**src/id_pkg.sv**
```systemverilog
package id_pkg;

   // Widths that carry a meaning
   typedef logic [31:0] word_t;
   typedef logic [31:2] pc_t;      // Word-aligned PC
   typedef logic [31:2] instr_t;   // Low two bits are always 2'b11
   typedef logic [4:0]  reg_idx_t;
   typedef logic [3:0]  alu_op_t;
   typedef logic [1:0]  wb_sel_t;
   typedef logic [1:0]  br_op_t;

   // Base opcodes, instruction bits 6 to 2
   localparam logic [4:0] OPC_OP     = 5'b01100;
   localparam logic [4:0] OPC_OP_IMM = 5'b00100;
   localparam logic [4:0] OPC_LOAD   = 5'b00000;
   localparam logic [4:0] OPC_STORE  = 5'b01000;
   localparam logic [4:0] OPC_BRANCH = 5'b11000;
   localparam logic [4:0] OPC_LUI    = 5'b01101;
   localparam logic [4:0] OPC_AUIPC  = 5'b00101;
   localparam logic [4:0] OPC_JAL    = 5'b11011;
   localparam logic [4:0] OPC_JALR   = 5'b11001;

   // ALU operations
   localparam alu_op_t ALU_ADD    = 4'd0;
   localparam alu_op_t ALU_SUB    = 4'd1;
   localparam alu_op_t ALU_SLL    = 4'd2;
   localparam alu_op_t ALU_SLT    = 4'd3;
   localparam alu_op_t ALU_SLTU   = 4'd4;
   localparam alu_op_t ALU_XOR    = 4'd5;
   localparam alu_op_t ALU_SRL    = 4'd6;
   localparam alu_op_t ALU_SRA    = 4'd7;
   localparam alu_op_t ALU_OR     = 4'd8;
   localparam alu_op_t ALU_AND    = 4'd9;
   localparam alu_op_t ALU_PASS_B = 4'd10;   // Result is operand 2

   localparam wb_sel_t WB_ALU = 2'd0;
   localparam wb_sel_t WB_MEM = 2'd1;
   localparam wb_sel_t WB_PC4 = 2'd2;   // Link address

   localparam br_op_t BR_NONE = 2'd0;
   localparam br_op_t BR_COND = 2'd1;
   localparam br_op_t BR_JAL  = 2'd2;
   localparam br_op_t BR_JALR = 2'd3;

endpackage

```
**src/id_ctrl_if.sv**
```systemverilog
`timescale 1ns/1ps

interface id_ctrl_if;
   import id_pkg::*;

   alu_op_t     alu_op;
   logic        op1_sel;   // 1 selects the PC
   logic        op2_sel;   // 1 selects the immediate
   wb_sel_t     wb_sel;
   logic        reg_wr;
   logic        is_load;
   logic        is_store;
   br_op_t      br_op;
   logic [2:0]  funct3;
   word_t       imm;

   // Decoder side
   modport dec (output alu_op, op1_sel, op2_sel, wb_sel, reg_wr,
                output is_load, is_store, br_op, funct3, imm);

   // Pipeline register side
   modport reg_side (input alu_op, op1_sel, op2_sel, wb_sel, reg_wr,
                     input is_load, is_store, br_op, funct3, imm);

endinterface

```
**src/instr_decoder.sv**
```systemverilog
`timescale 1ns/1ps

module instr_decoder (
   input  id_pkg::instr_t instr_i,
   id_ctrl_if.dec         ctrl
);
   import id_pkg::*;

   logic [4:0] opcode;
   logic [2:0] funct3;
   logic       funct7_b30;

   assign opcode     = instr_i[6:2];
   assign funct3     = instr_i[14:12];
   assign funct7_b30 = instr_i[30];

   // Shared by OP and OP-IMM
   function automatic alu_op_t alu_from_funct(input logic [2:0] f3, input logic alt);
      alu_op_t op;
      case (f3)
         3'b000:  op = alt ? ALU_SUB : ALU_ADD;
         3'b001:  op = ALU_SLL;
         3'b010:  op = ALU_SLT;
         3'b011:  op = ALU_SLTU;
         3'b100:  op = ALU_XOR;
         3'b101:  op = alt ? ALU_SRA : ALU_SRL;
         3'b110:  op = ALU_OR;
         default: op = ALU_AND;
      endcase
      return op;
   endfunction

   always_comb begin
      ctrl.alu_op   = ALU_ADD;
      ctrl.op1_sel  = 1'b0;
      ctrl.op2_sel  = 1'b0;
      ctrl.wb_sel   = WB_ALU;
      ctrl.reg_wr   = 1'b0;
      ctrl.is_load  = 1'b0;
      ctrl.is_store = 1'b0;
      ctrl.br_op    = BR_NONE;
      ctrl.funct3   = funct3;
      ctrl.imm      = '0;

      case (opcode)
         OPC_OP: begin
            ctrl.alu_op = alu_from_funct(funct3, funct7_b30);
            ctrl.reg_wr = 1'b1;
         end
         OPC_OP_IMM: begin
            // Bit 30 only matters for SRAI here
            ctrl.alu_op  = alu_from_funct(funct3, funct7_b30 && (funct3 == 3'b101));
            ctrl.op2_sel = 1'b1;
            ctrl.reg_wr  = 1'b1;
            ctrl.imm     = {{20{instr_i[31]}}, instr_i[31:20]};   // I
         end
         OPC_LOAD: begin
            ctrl.op2_sel = 1'b1;
            ctrl.wb_sel  = WB_MEM;
            ctrl.reg_wr  = 1'b1;
            ctrl.is_load = 1'b1;
            ctrl.imm     = {{20{instr_i[31]}}, instr_i[31:20]};
         end
         OPC_STORE: begin
            ctrl.op2_sel  = 1'b1;
            ctrl.is_store = 1'b1;
            ctrl.imm      = {{20{instr_i[31]}}, instr_i[31:25], instr_i[11:7]};   // S
         end
         OPC_BRANCH: begin
            // ALU forms the target, EX compares rs1 and rs2 by funct3
            ctrl.op1_sel = 1'b1;
            ctrl.op2_sel = 1'b1;
            ctrl.br_op   = BR_COND;
            ctrl.imm     = {{19{instr_i[31]}}, instr_i[31], instr_i[7],
                            instr_i[30:25], instr_i[11:8], 1'b0};
         end
         OPC_LUI: begin
            ctrl.alu_op  = ALU_PASS_B;
            ctrl.op2_sel = 1'b1;
            ctrl.reg_wr  = 1'b1;
            ctrl.imm     = {instr_i[31:12], 12'b0};   // U
         end
         OPC_AUIPC: begin
            ctrl.op1_sel = 1'b1;
            ctrl.op2_sel = 1'b1;
            ctrl.reg_wr  = 1'b1;
            ctrl.imm     = {instr_i[31:12], 12'b0};
         end
         OPC_JAL: begin
            ctrl.op1_sel = 1'b1;
            ctrl.op2_sel = 1'b1;
            ctrl.wb_sel  = WB_PC4;
            ctrl.reg_wr  = 1'b1;
            ctrl.br_op   = BR_JAL;
            ctrl.imm     = {{11{instr_i[31]}}, instr_i[31], instr_i[19:12],
                            instr_i[20], instr_i[30:21], 1'b0};   // J
         end
         OPC_JALR: begin
            ctrl.op2_sel = 1'b1;
            ctrl.wb_sel  = WB_PC4;
            ctrl.reg_wr  = 1'b1;
            ctrl.br_op   = BR_JALR;
            ctrl.imm     = {{20{instr_i[31]}}, instr_i[31:20]};
         end
         default: ctrl.funct3 = '0;   // Unknown opcode is a no-op
      endcase
   end

endmodule

```
**src/regfile.sv**
```systemverilog
`timescale 1ns/1ps

module regfile (
   input  logic             clk_i,
   input  logic             rst_n_i,
   input  id_pkg::reg_idx_t rs1_idx_i,
   input  id_pkg::reg_idx_t rs2_idx_i,
   input  id_pkg::reg_idx_t rd_wr_idx_i,   // Index 0 means no write
   input  id_pkg::word_t    rd_wr_data_i,
   output id_pkg::word_t    rs1_data_o,
   output id_pkg::word_t    rs2_data_o
);
   import id_pkg::*;

   word_t regs [1:31];   // x0 has no storage

   always_ff @(posedge clk_i) begin
      if (!rst_n_i) begin
         for (int i = 1; i < 32; i++) begin
            regs[i] <= '0;
         end
      end else if (rd_wr_idx_i != '0) begin
         regs[rd_wr_idx_i] <= rd_wr_data_i;
      end
   end

   // Write-first read with x0 tied to zero
   function automatic word_t read_port(input reg_idx_t idx);
      word_t data;
      if (idx == '0) begin
         data = '0;
      end else if (idx == rd_wr_idx_i) begin
         data = rd_wr_data_i;   // Same-cycle bypass
      end else begin
         data = regs[idx];
      end
      return data;
   endfunction

   always_comb begin
      rs1_data_o = read_port(rs1_idx_i);
      rs2_data_o = read_port(rs2_idx_i);
   end

endmodule

```
**src/id_ex_register.sv**
```systemverilog
`timescale 1ns/1ps

module id_ex_register (
   input  logic               clk_i,
   input  logic               rst_n_i,
   input  logic               flush_i,
   input  logic               busywait_i,
   input  logic               stall_i,
   id_ctrl_if.reg_side        ctrl,
   input  id_pkg::instr_t     instr_i,
   input  id_pkg::pc_t        pc_i,
   input  id_pkg::word_t      rs1_data_i,
   input  id_pkg::word_t      rs2_data_i,
   output logic               load_stall_o,
   output id_pkg::pc_t        pc_o,
   output id_pkg::word_t      rs1_value_o,
   output id_pkg::word_t      rs2_value_o,
   output id_pkg::word_t      imm_value_o,
   output id_pkg::reg_idx_t   rs1_label_o,
   output id_pkg::reg_idx_t   rs2_label_o,
   output id_pkg::reg_idx_t   rd_o,
   output id_pkg::alu_op_t    alu_op_o,
   output logic               alu_op1_sel_o,
   output logic               alu_op2_sel_o,
   output id_pkg::wb_sel_t    wb_sel_o,
   output logic               reg_wr_o,
   output logic               is_load_o,
   output logic               is_store_o,
   output id_pkg::br_op_t     br_op_o,
   output logic [2:0]         funct3_o
);
   import id_pkg::*;

   reg_idx_t rs1_label;
   reg_idx_t rs2_label;
   reg_idx_t rd_label;
   logic     clear;
   logic     load;

   assign rs1_label = instr_i[19:15];
   assign rs2_label = instr_i[24:20];
   assign rd_label  = ctrl.reg_wr ? instr_i[11:7] : '0;   // No rd without a write

   // Load in EX feeding the instruction in decode
   assign load_stall_o = is_load_o && (rd_o != '0) &&
                         ((rd_o == rs1_label) || (rd_o == rs2_label));

   // Reset, flush and bubble all zero the register
   assign clear = !rst_n_i || flush_i || (!busywait_i && load_stall_o);
   assign load  = !busywait_i && !load_stall_o && !stall_i;

   ////////////////////
   // Register update
   ////////////////////

   always_ff @(posedge clk_i) begin
      if (clear) begin
         pc_o          <= '0;
         rs1_value_o   <= '0;
         rs2_value_o   <= '0;
         imm_value_o   <= '0;
         rs1_label_o   <= '0;
         rs2_label_o   <= '0;
         rd_o          <= '0;
         alu_op_o      <= '0;
         alu_op1_sel_o <= 1'b0;
         alu_op2_sel_o <= 1'b0;
         wb_sel_o      <= '0;
         reg_wr_o      <= 1'b0;
         is_load_o     <= 1'b0;
         is_store_o    <= 1'b0;
         br_op_o       <= '0;
         funct3_o      <= '0;
      end else if (load) begin
         pc_o          <= pc_i;
         rs1_value_o   <= rs1_data_i;
         rs2_value_o   <= rs2_data_i;
         imm_value_o   <= ctrl.imm;
         rs1_label_o   <= rs1_label;
         rs2_label_o   <= rs2_label;
         rd_o          <= rd_label;
         alu_op_o      <= ctrl.alu_op;
         alu_op1_sel_o <= ctrl.op1_sel;
         alu_op2_sel_o <= ctrl.op2_sel;
         wb_sel_o      <= ctrl.wb_sel;
         reg_wr_o      <= ctrl.reg_wr;
         is_load_o     <= ctrl.is_load;
         is_store_o    <= ctrl.is_store;
         br_op_o       <= ctrl.br_op;
         funct3_o      <= ctrl.funct3;
      end
      // Otherwise busywait or stall holds
   end

endmodule

```
**src/decode_stage.sv**
```systemverilog
`timescale 1ns/1ps

module decode_stage (
   input  logic               clk_i,
   input  logic               rst_n_i,
   input  id_pkg::instr_t     instr_i,
   input  id_pkg::pc_t        pc_i,
   input  logic               flush_i,
   input  logic               busywait_i,
   input  logic               stall_i,
   input  id_pkg::reg_idx_t   rd_wr_idx_i,    // From write-back
   input  id_pkg::word_t      rd_wr_data_i,
   output logic               load_stall_o,
   output id_pkg::pc_t        pc_o,
   output id_pkg::word_t      rs1_value_o,
   output id_pkg::word_t      rs2_value_o,
   output id_pkg::word_t      imm_value_o,
   output id_pkg::reg_idx_t   rs1_label_o,
   output id_pkg::reg_idx_t   rs2_label_o,
   output id_pkg::reg_idx_t   rd_o,
   output id_pkg::alu_op_t    alu_op_o,
   output logic               alu_op1_sel_o,
   output logic               alu_op2_sel_o,
   output id_pkg::wb_sel_t    wb_sel_o,
   output logic               reg_wr_o,
   output logic               is_load_o,
   output logic               is_store_o,
   output id_pkg::br_op_t     br_op_o,
   output logic [2:0]         funct3_o
);
   import id_pkg::*;

   word_t rs1_data;
   word_t rs2_data;

   id_ctrl_if ctrl_bus ();   // Decoded control fields

   instr_decoder u_instr_decoder (
      .instr_i (instr_i),
      .ctrl    (ctrl_bus)
   );

   regfile u_regfile (
      .clk_i        (clk_i),
      .rst_n_i      (rst_n_i),
      .rs1_idx_i    (instr_i[19:15]),
      .rs2_idx_i    (instr_i[24:20]),
      .rd_wr_idx_i  (rd_wr_idx_i),
      .rd_wr_data_i (rd_wr_data_i),
      .rs1_data_o   (rs1_data),
      .rs2_data_o   (rs2_data)
   );

   id_ex_register u_id_ex_register (
      .clk_i (clk_i), .rst_n_i (rst_n_i),
      .flush_i (flush_i), .busywait_i (busywait_i), .stall_i (stall_i),
      .ctrl (ctrl_bus), .instr_i (instr_i), .pc_i (pc_i),
      .rs1_data_i (rs1_data), .rs2_data_i (rs2_data),
      .load_stall_o (load_stall_o), .pc_o (pc_o),
      .rs1_value_o (rs1_value_o), .rs2_value_o (rs2_value_o),
      .imm_value_o (imm_value_o),
      .rs1_label_o (rs1_label_o), .rs2_label_o (rs2_label_o), .rd_o (rd_o),
      .alu_op_o (alu_op_o),
      .alu_op1_sel_o (alu_op1_sel_o), .alu_op2_sel_o (alu_op2_sel_o),
      .wb_sel_o (wb_sel_o), .reg_wr_o (reg_wr_o),
      .is_load_o (is_load_o), .is_store_o (is_store_o),
      .br_op_o (br_op_o), .funct3_o (funct3_o)
   );

endmodule

```
**config.mk**
```make
export PLATFORM = sky130hd
export DESIGN_NAME = decode_stage
export DESIGN_NICKNAME = d
export VERILOG_FILES = /design/src/id_pkg.sv /design/src/id_ctrl_if.sv /design/src/instr_decoder.sv /design/src/regfile.sv /design/src/id_ex_register.sv /design/src/decode_stage.sv
export SDC_FILE = /design/constraint.sdc
export NUM_CORES = 2
export LEC_CHECK = 0
export BUFFER_PORTS_ARGS = -buffer_cell sky130_fd_sc_hd__buf_2
export CELL_PAD_IN_SITES_DETAIL_PLACEMENT = 1
export CELL_PAD_IN_SITES_GLOBAL_PLACEMENT = 1
export CORE_MARGIN = 8
export CORE_UTILIZATION = 45
export CTS_CLUSTER_SIZE = 40
export DETAILED_ROUTE_END_ITERATION = 16
export PLACE_DENSITY_LB_ADDON = 0.25
export SETUP_SLACK_MARGIN = 0.3
export SYNTH_ARGS = -nofsm -noshare
export SYNTH_HDL_FRONTEND = slang
export SYNTH_HIERARCHICAL = 1
export SYNTH_SLANG_ARGS = --single-unit
```
**constraint.sdc**
```tcl
create_clock -name clk_i -period 12.3 [get_ports clk_i]
set_input_delay 1.23 -clock clk_i [delete_from_list [all_inputs] [get_ports clk_i]]
set_output_delay 1.23 -clock clk_i [all_outputs]
set_load 0.01 [all_outputs]
```
==> impl_metrics.py <==
metrics = {
    "route": {
        "ant_nets": 0,
        "drc": 0,
        "via_per_inst": 7.07,
        "dr_total_vias": 46200,
        "drtIter0Drc": 6571,
        "wl_per_cell_um": 39.2,
        "totalWireLength_um": 257000,
        "drtPass1Iterations": 5,
    },
    "yosys": {
        "ys.warnings.count": 6,
        "ys_ff_latch": 1181,
        "ys_seq_area_share_pct": 54.2,
        "synthArstFlopShare_pct": 0,
        "syn-cell-area_um2": 62600,
        "netlist_instances": 4578,
        "synth_flop_cell": "edfxtp_1",
        "yosys.cell_types.count": 70,
        "synth-edff-count": 1024,
        "syn-mean-instance-area_um2": 13.7,
    },
    "timing": {
        "slew_headroom_pct": 9.57,
        "setup_violations": 0,
        "period_minus_slack_ns": 4.66,
        "period_share_pct": 37.9,
        "grt_setup_unrepaired": "false",
        "finClkSkew_ns": 0.0271,
        "clock.fmax_ghz": 0.214,
        "finalHoldViolCount": 0,
        "worstMarginPinSlew_ns": 1.35,
        "finalSetupTns_ns": 0,
        "drv_slew": 0,
    },
    "layout": {
        "final_util_pct": 50.6,
        "mostFrequentLayoutCells": "1024 x edfxtp_1, 996 x and2_1, 420 x mux4_2",
        "multi_input_area_um2": 27200,
        "final_nets": 4701,
        "fin_cells": 6539,
        "register_area_um2": 33900,
        "drive_gt1_share_pct": 24.5,
        "areaGrowthSynthToFinish_pct": 12.3,
        "layout_commonest_cell": "edfxtp_1",
        "fillerInstances": 13600,
    },
    "clock_network": {
        "cts_tree": "done",
        "postCtsHoldBufs": 0,
        "h-tree-depth": 4,
        "clk_latency_ns": 0.80,
        "cts_made_buffers": 137,
        "ctsResizeCount": 0,
        "cts_setup_buffers": 0,
        "cts_buffer_depth": 3,
        "clkTransAtPathRegs_ns": 0.05,
        "ctsRootBufferMaster": "clkbuf_16",
        "clock-sinks": 1181,
    },
    "run": {
        "cap_violations": 0,
    },
    "power": {
        "ir_worst_vdd_v": 0.0000879,
        "p_leak_uw": 0.0247,
        "powerDensity_nw_per_um2": 144,
    },
    "global_route": {
        "grt_pass1_vias": 46100,
        "grt_use_total_pct": 32.9,
        "grt_pass1_wl_um": 357000,
        "grt-ovfl-total": 0,
        "grt_max_degree": 92,
        "antenna_found_initial": 39,
    },
    "floorplanning": {
        "start_util_pct": 45.1,
        "die_w_um": 389,
        "die_y_um": 389,
        "row_count": 137,
        "coreArea_um2": 139000,
        "ios": 260,
        "die_area_um2": 151000,
    },
    "place": {
        "gp_congestion": 0.851,
        "placement.io_buffers": 259,
        "dp_cells": 6267,
        "hpwl_um": 145000,
    },
    "worst_setup_path": {
        "cp-end-kind": "output port",
        "cpMostUsedCell": "buf_2",
        "start_kind": "input port",
        "critPathKind": "input port to output port",
        "critPathMaxStageDelay_ns": 0.82,
        "slowest_stage": "o22a_4",
        "crit_chain": "buf_2, xnor2_1, nand4_1, o22a_4, nor2_1, buf_2",
        "required_ns": 11.07,
        "path_max_fanout": 78,
        "worstPathArrival_ns": 3.43,
        "crit_buf_inv": 2,
        "cpLargestDelayFamily": "buffers and inverters",
    },
    "worst_hold_path": {
        "hold_class": "flip-flop to flip-flop",
    },
    "outcome": {
        "status": "completed",
    },
}
[sequential cells by signal (all words and copies together), names as in the netlist]
signal	flops
u_id_ex_register/imm_value_o	32
u_id_ex_register/alu_op1_sel_o	1
u_id_ex_register/pc_o	30
u_id_ex_register/br_op_o	2
u_regfile/regs	1024
u_id_ex_register/rd_o	5
u_id_ex_register/rs2_label_o	5
u_id_ex_register/wb_sel_o	2
u_id_ex_register/rs1_value_o	32
u_id_ex_register/reg_wr_o	1
u_id_ex_register/rs2_value_o	32
u_id_ex_register/is_store_o	1
u_id_ex_register/is_load_o	1
u_id_ex_register/funct3_o	3
u_id_ex_register/alu_op_o	4
u_id_ex_register/alu_op2_sel_o	1
u_id_ex_register/rs1_label_o	5
[path summary, 6_finish.rpt]
kind / start / endpoint / slack (ns) / cells after the start
max: instr_i[17] / load_stall_o / 7.64 / 6
min: u_id_ex_register/pc_o[0]$_SDFFE_PP0P_ / u_id_ex_register/pc_o[0]$_SDFFE_PP0P_ / 0.47 / 2
min reg2reg: u_id_ex_register/pc_o[0]$_SDFFE_PP0P_ / u_id_ex_register/pc_o[0]$_SDFFE_PP0P_ / 0.47 / 2
max reg2reg: u_id_ex_register/rd_o[0]$_SDFFE_PP0P_ / u_id_ex_register/imm_value_o[8]$_SDFFE_PP0P_ / 8.40 / 7
[where the power goes]
part / switching, uW / leakage [uW] / internal [uW]
sequential: 124 / 0.0110 / 4570
clock: 1730 / 0.00223 / 2500
combinational: 730 / 0.0114 / 445
[metal layers]
metal	wire length, um	global-route usage (%)	vias up
met2	114000	49.7	3543
li1	-	-	17800
met4	15400	17.3	8
met3	32900	9.37	796
met5	54	0	-
met1	94100	43.2	24100
[area by class of cell]
class                           count  area share (%)
Clock buffer                      195            5.58
Tap cell                         1807            3.22
Multi-Input combinational cell   2886            38.6
Clock inverter                     55           0.927
Sequential cell                  1181            48.2
Inverter                            8          0.0427
Timing Repair Buffer              385            3.31
Antenna cell                       22          0.0783
[logic make-up after synthesis]
kind of cell	after synthesis	synth area share [%]
other cells	1	0.00599
mux	688	19.5
flops	1181	54.2
buf+inv	542	3.70
compound gates	933	10.6
xor+xnor	21	0.294
simple gates	1212	11.8
[worst reg2reg max path: cells and delay by family, from the launching register on]
family / cells / cell delay (ns)
buffers and inverters: 3 / 1.65
AND/OR/NAND/NOR: 2 / 1.28
AO/OA/AOI/OAI: 2 / 0.50
flip-flops: 1 / 0.40
[per-stage QoR]
step / power, uW / hold WS (ns) / cell area (um^2) / worst slack, ns
4_1_cts: 10100 / 0.466 / 70200 / 7.68
5_1_grt: 10300 / 0.485 / 70300 / 7.53
6_report: 10100 / 0.468 / 70300 / 7.64
3_3_place_gp: 5880 / 0.451 / 65700 / 7.06
3_5_place_dp: 5910 / 0.459 / 65700 / 7.01
2_1_floorplan: 5440 / 0.493 / 62700 / 7.42
[synth_stat cells (all sizes together), types with 60 or more instances]
cell type / count / area, um^2
edfxtp: 1024 / 30700
clkbuf: 355 / 1330
and2: 998 / 6240
nor2: 60 / 241
o211ai: 159 / 1190
mux2i: 232 / 2320
a21oi: 233 / 1170
buf: 179 / 953
dfxtp: 157 / 3140
a22o: 79 / 692
mux4: 420 / 9460
o31ai: 154 / 1160
Power figures use the tool's default switching activity.
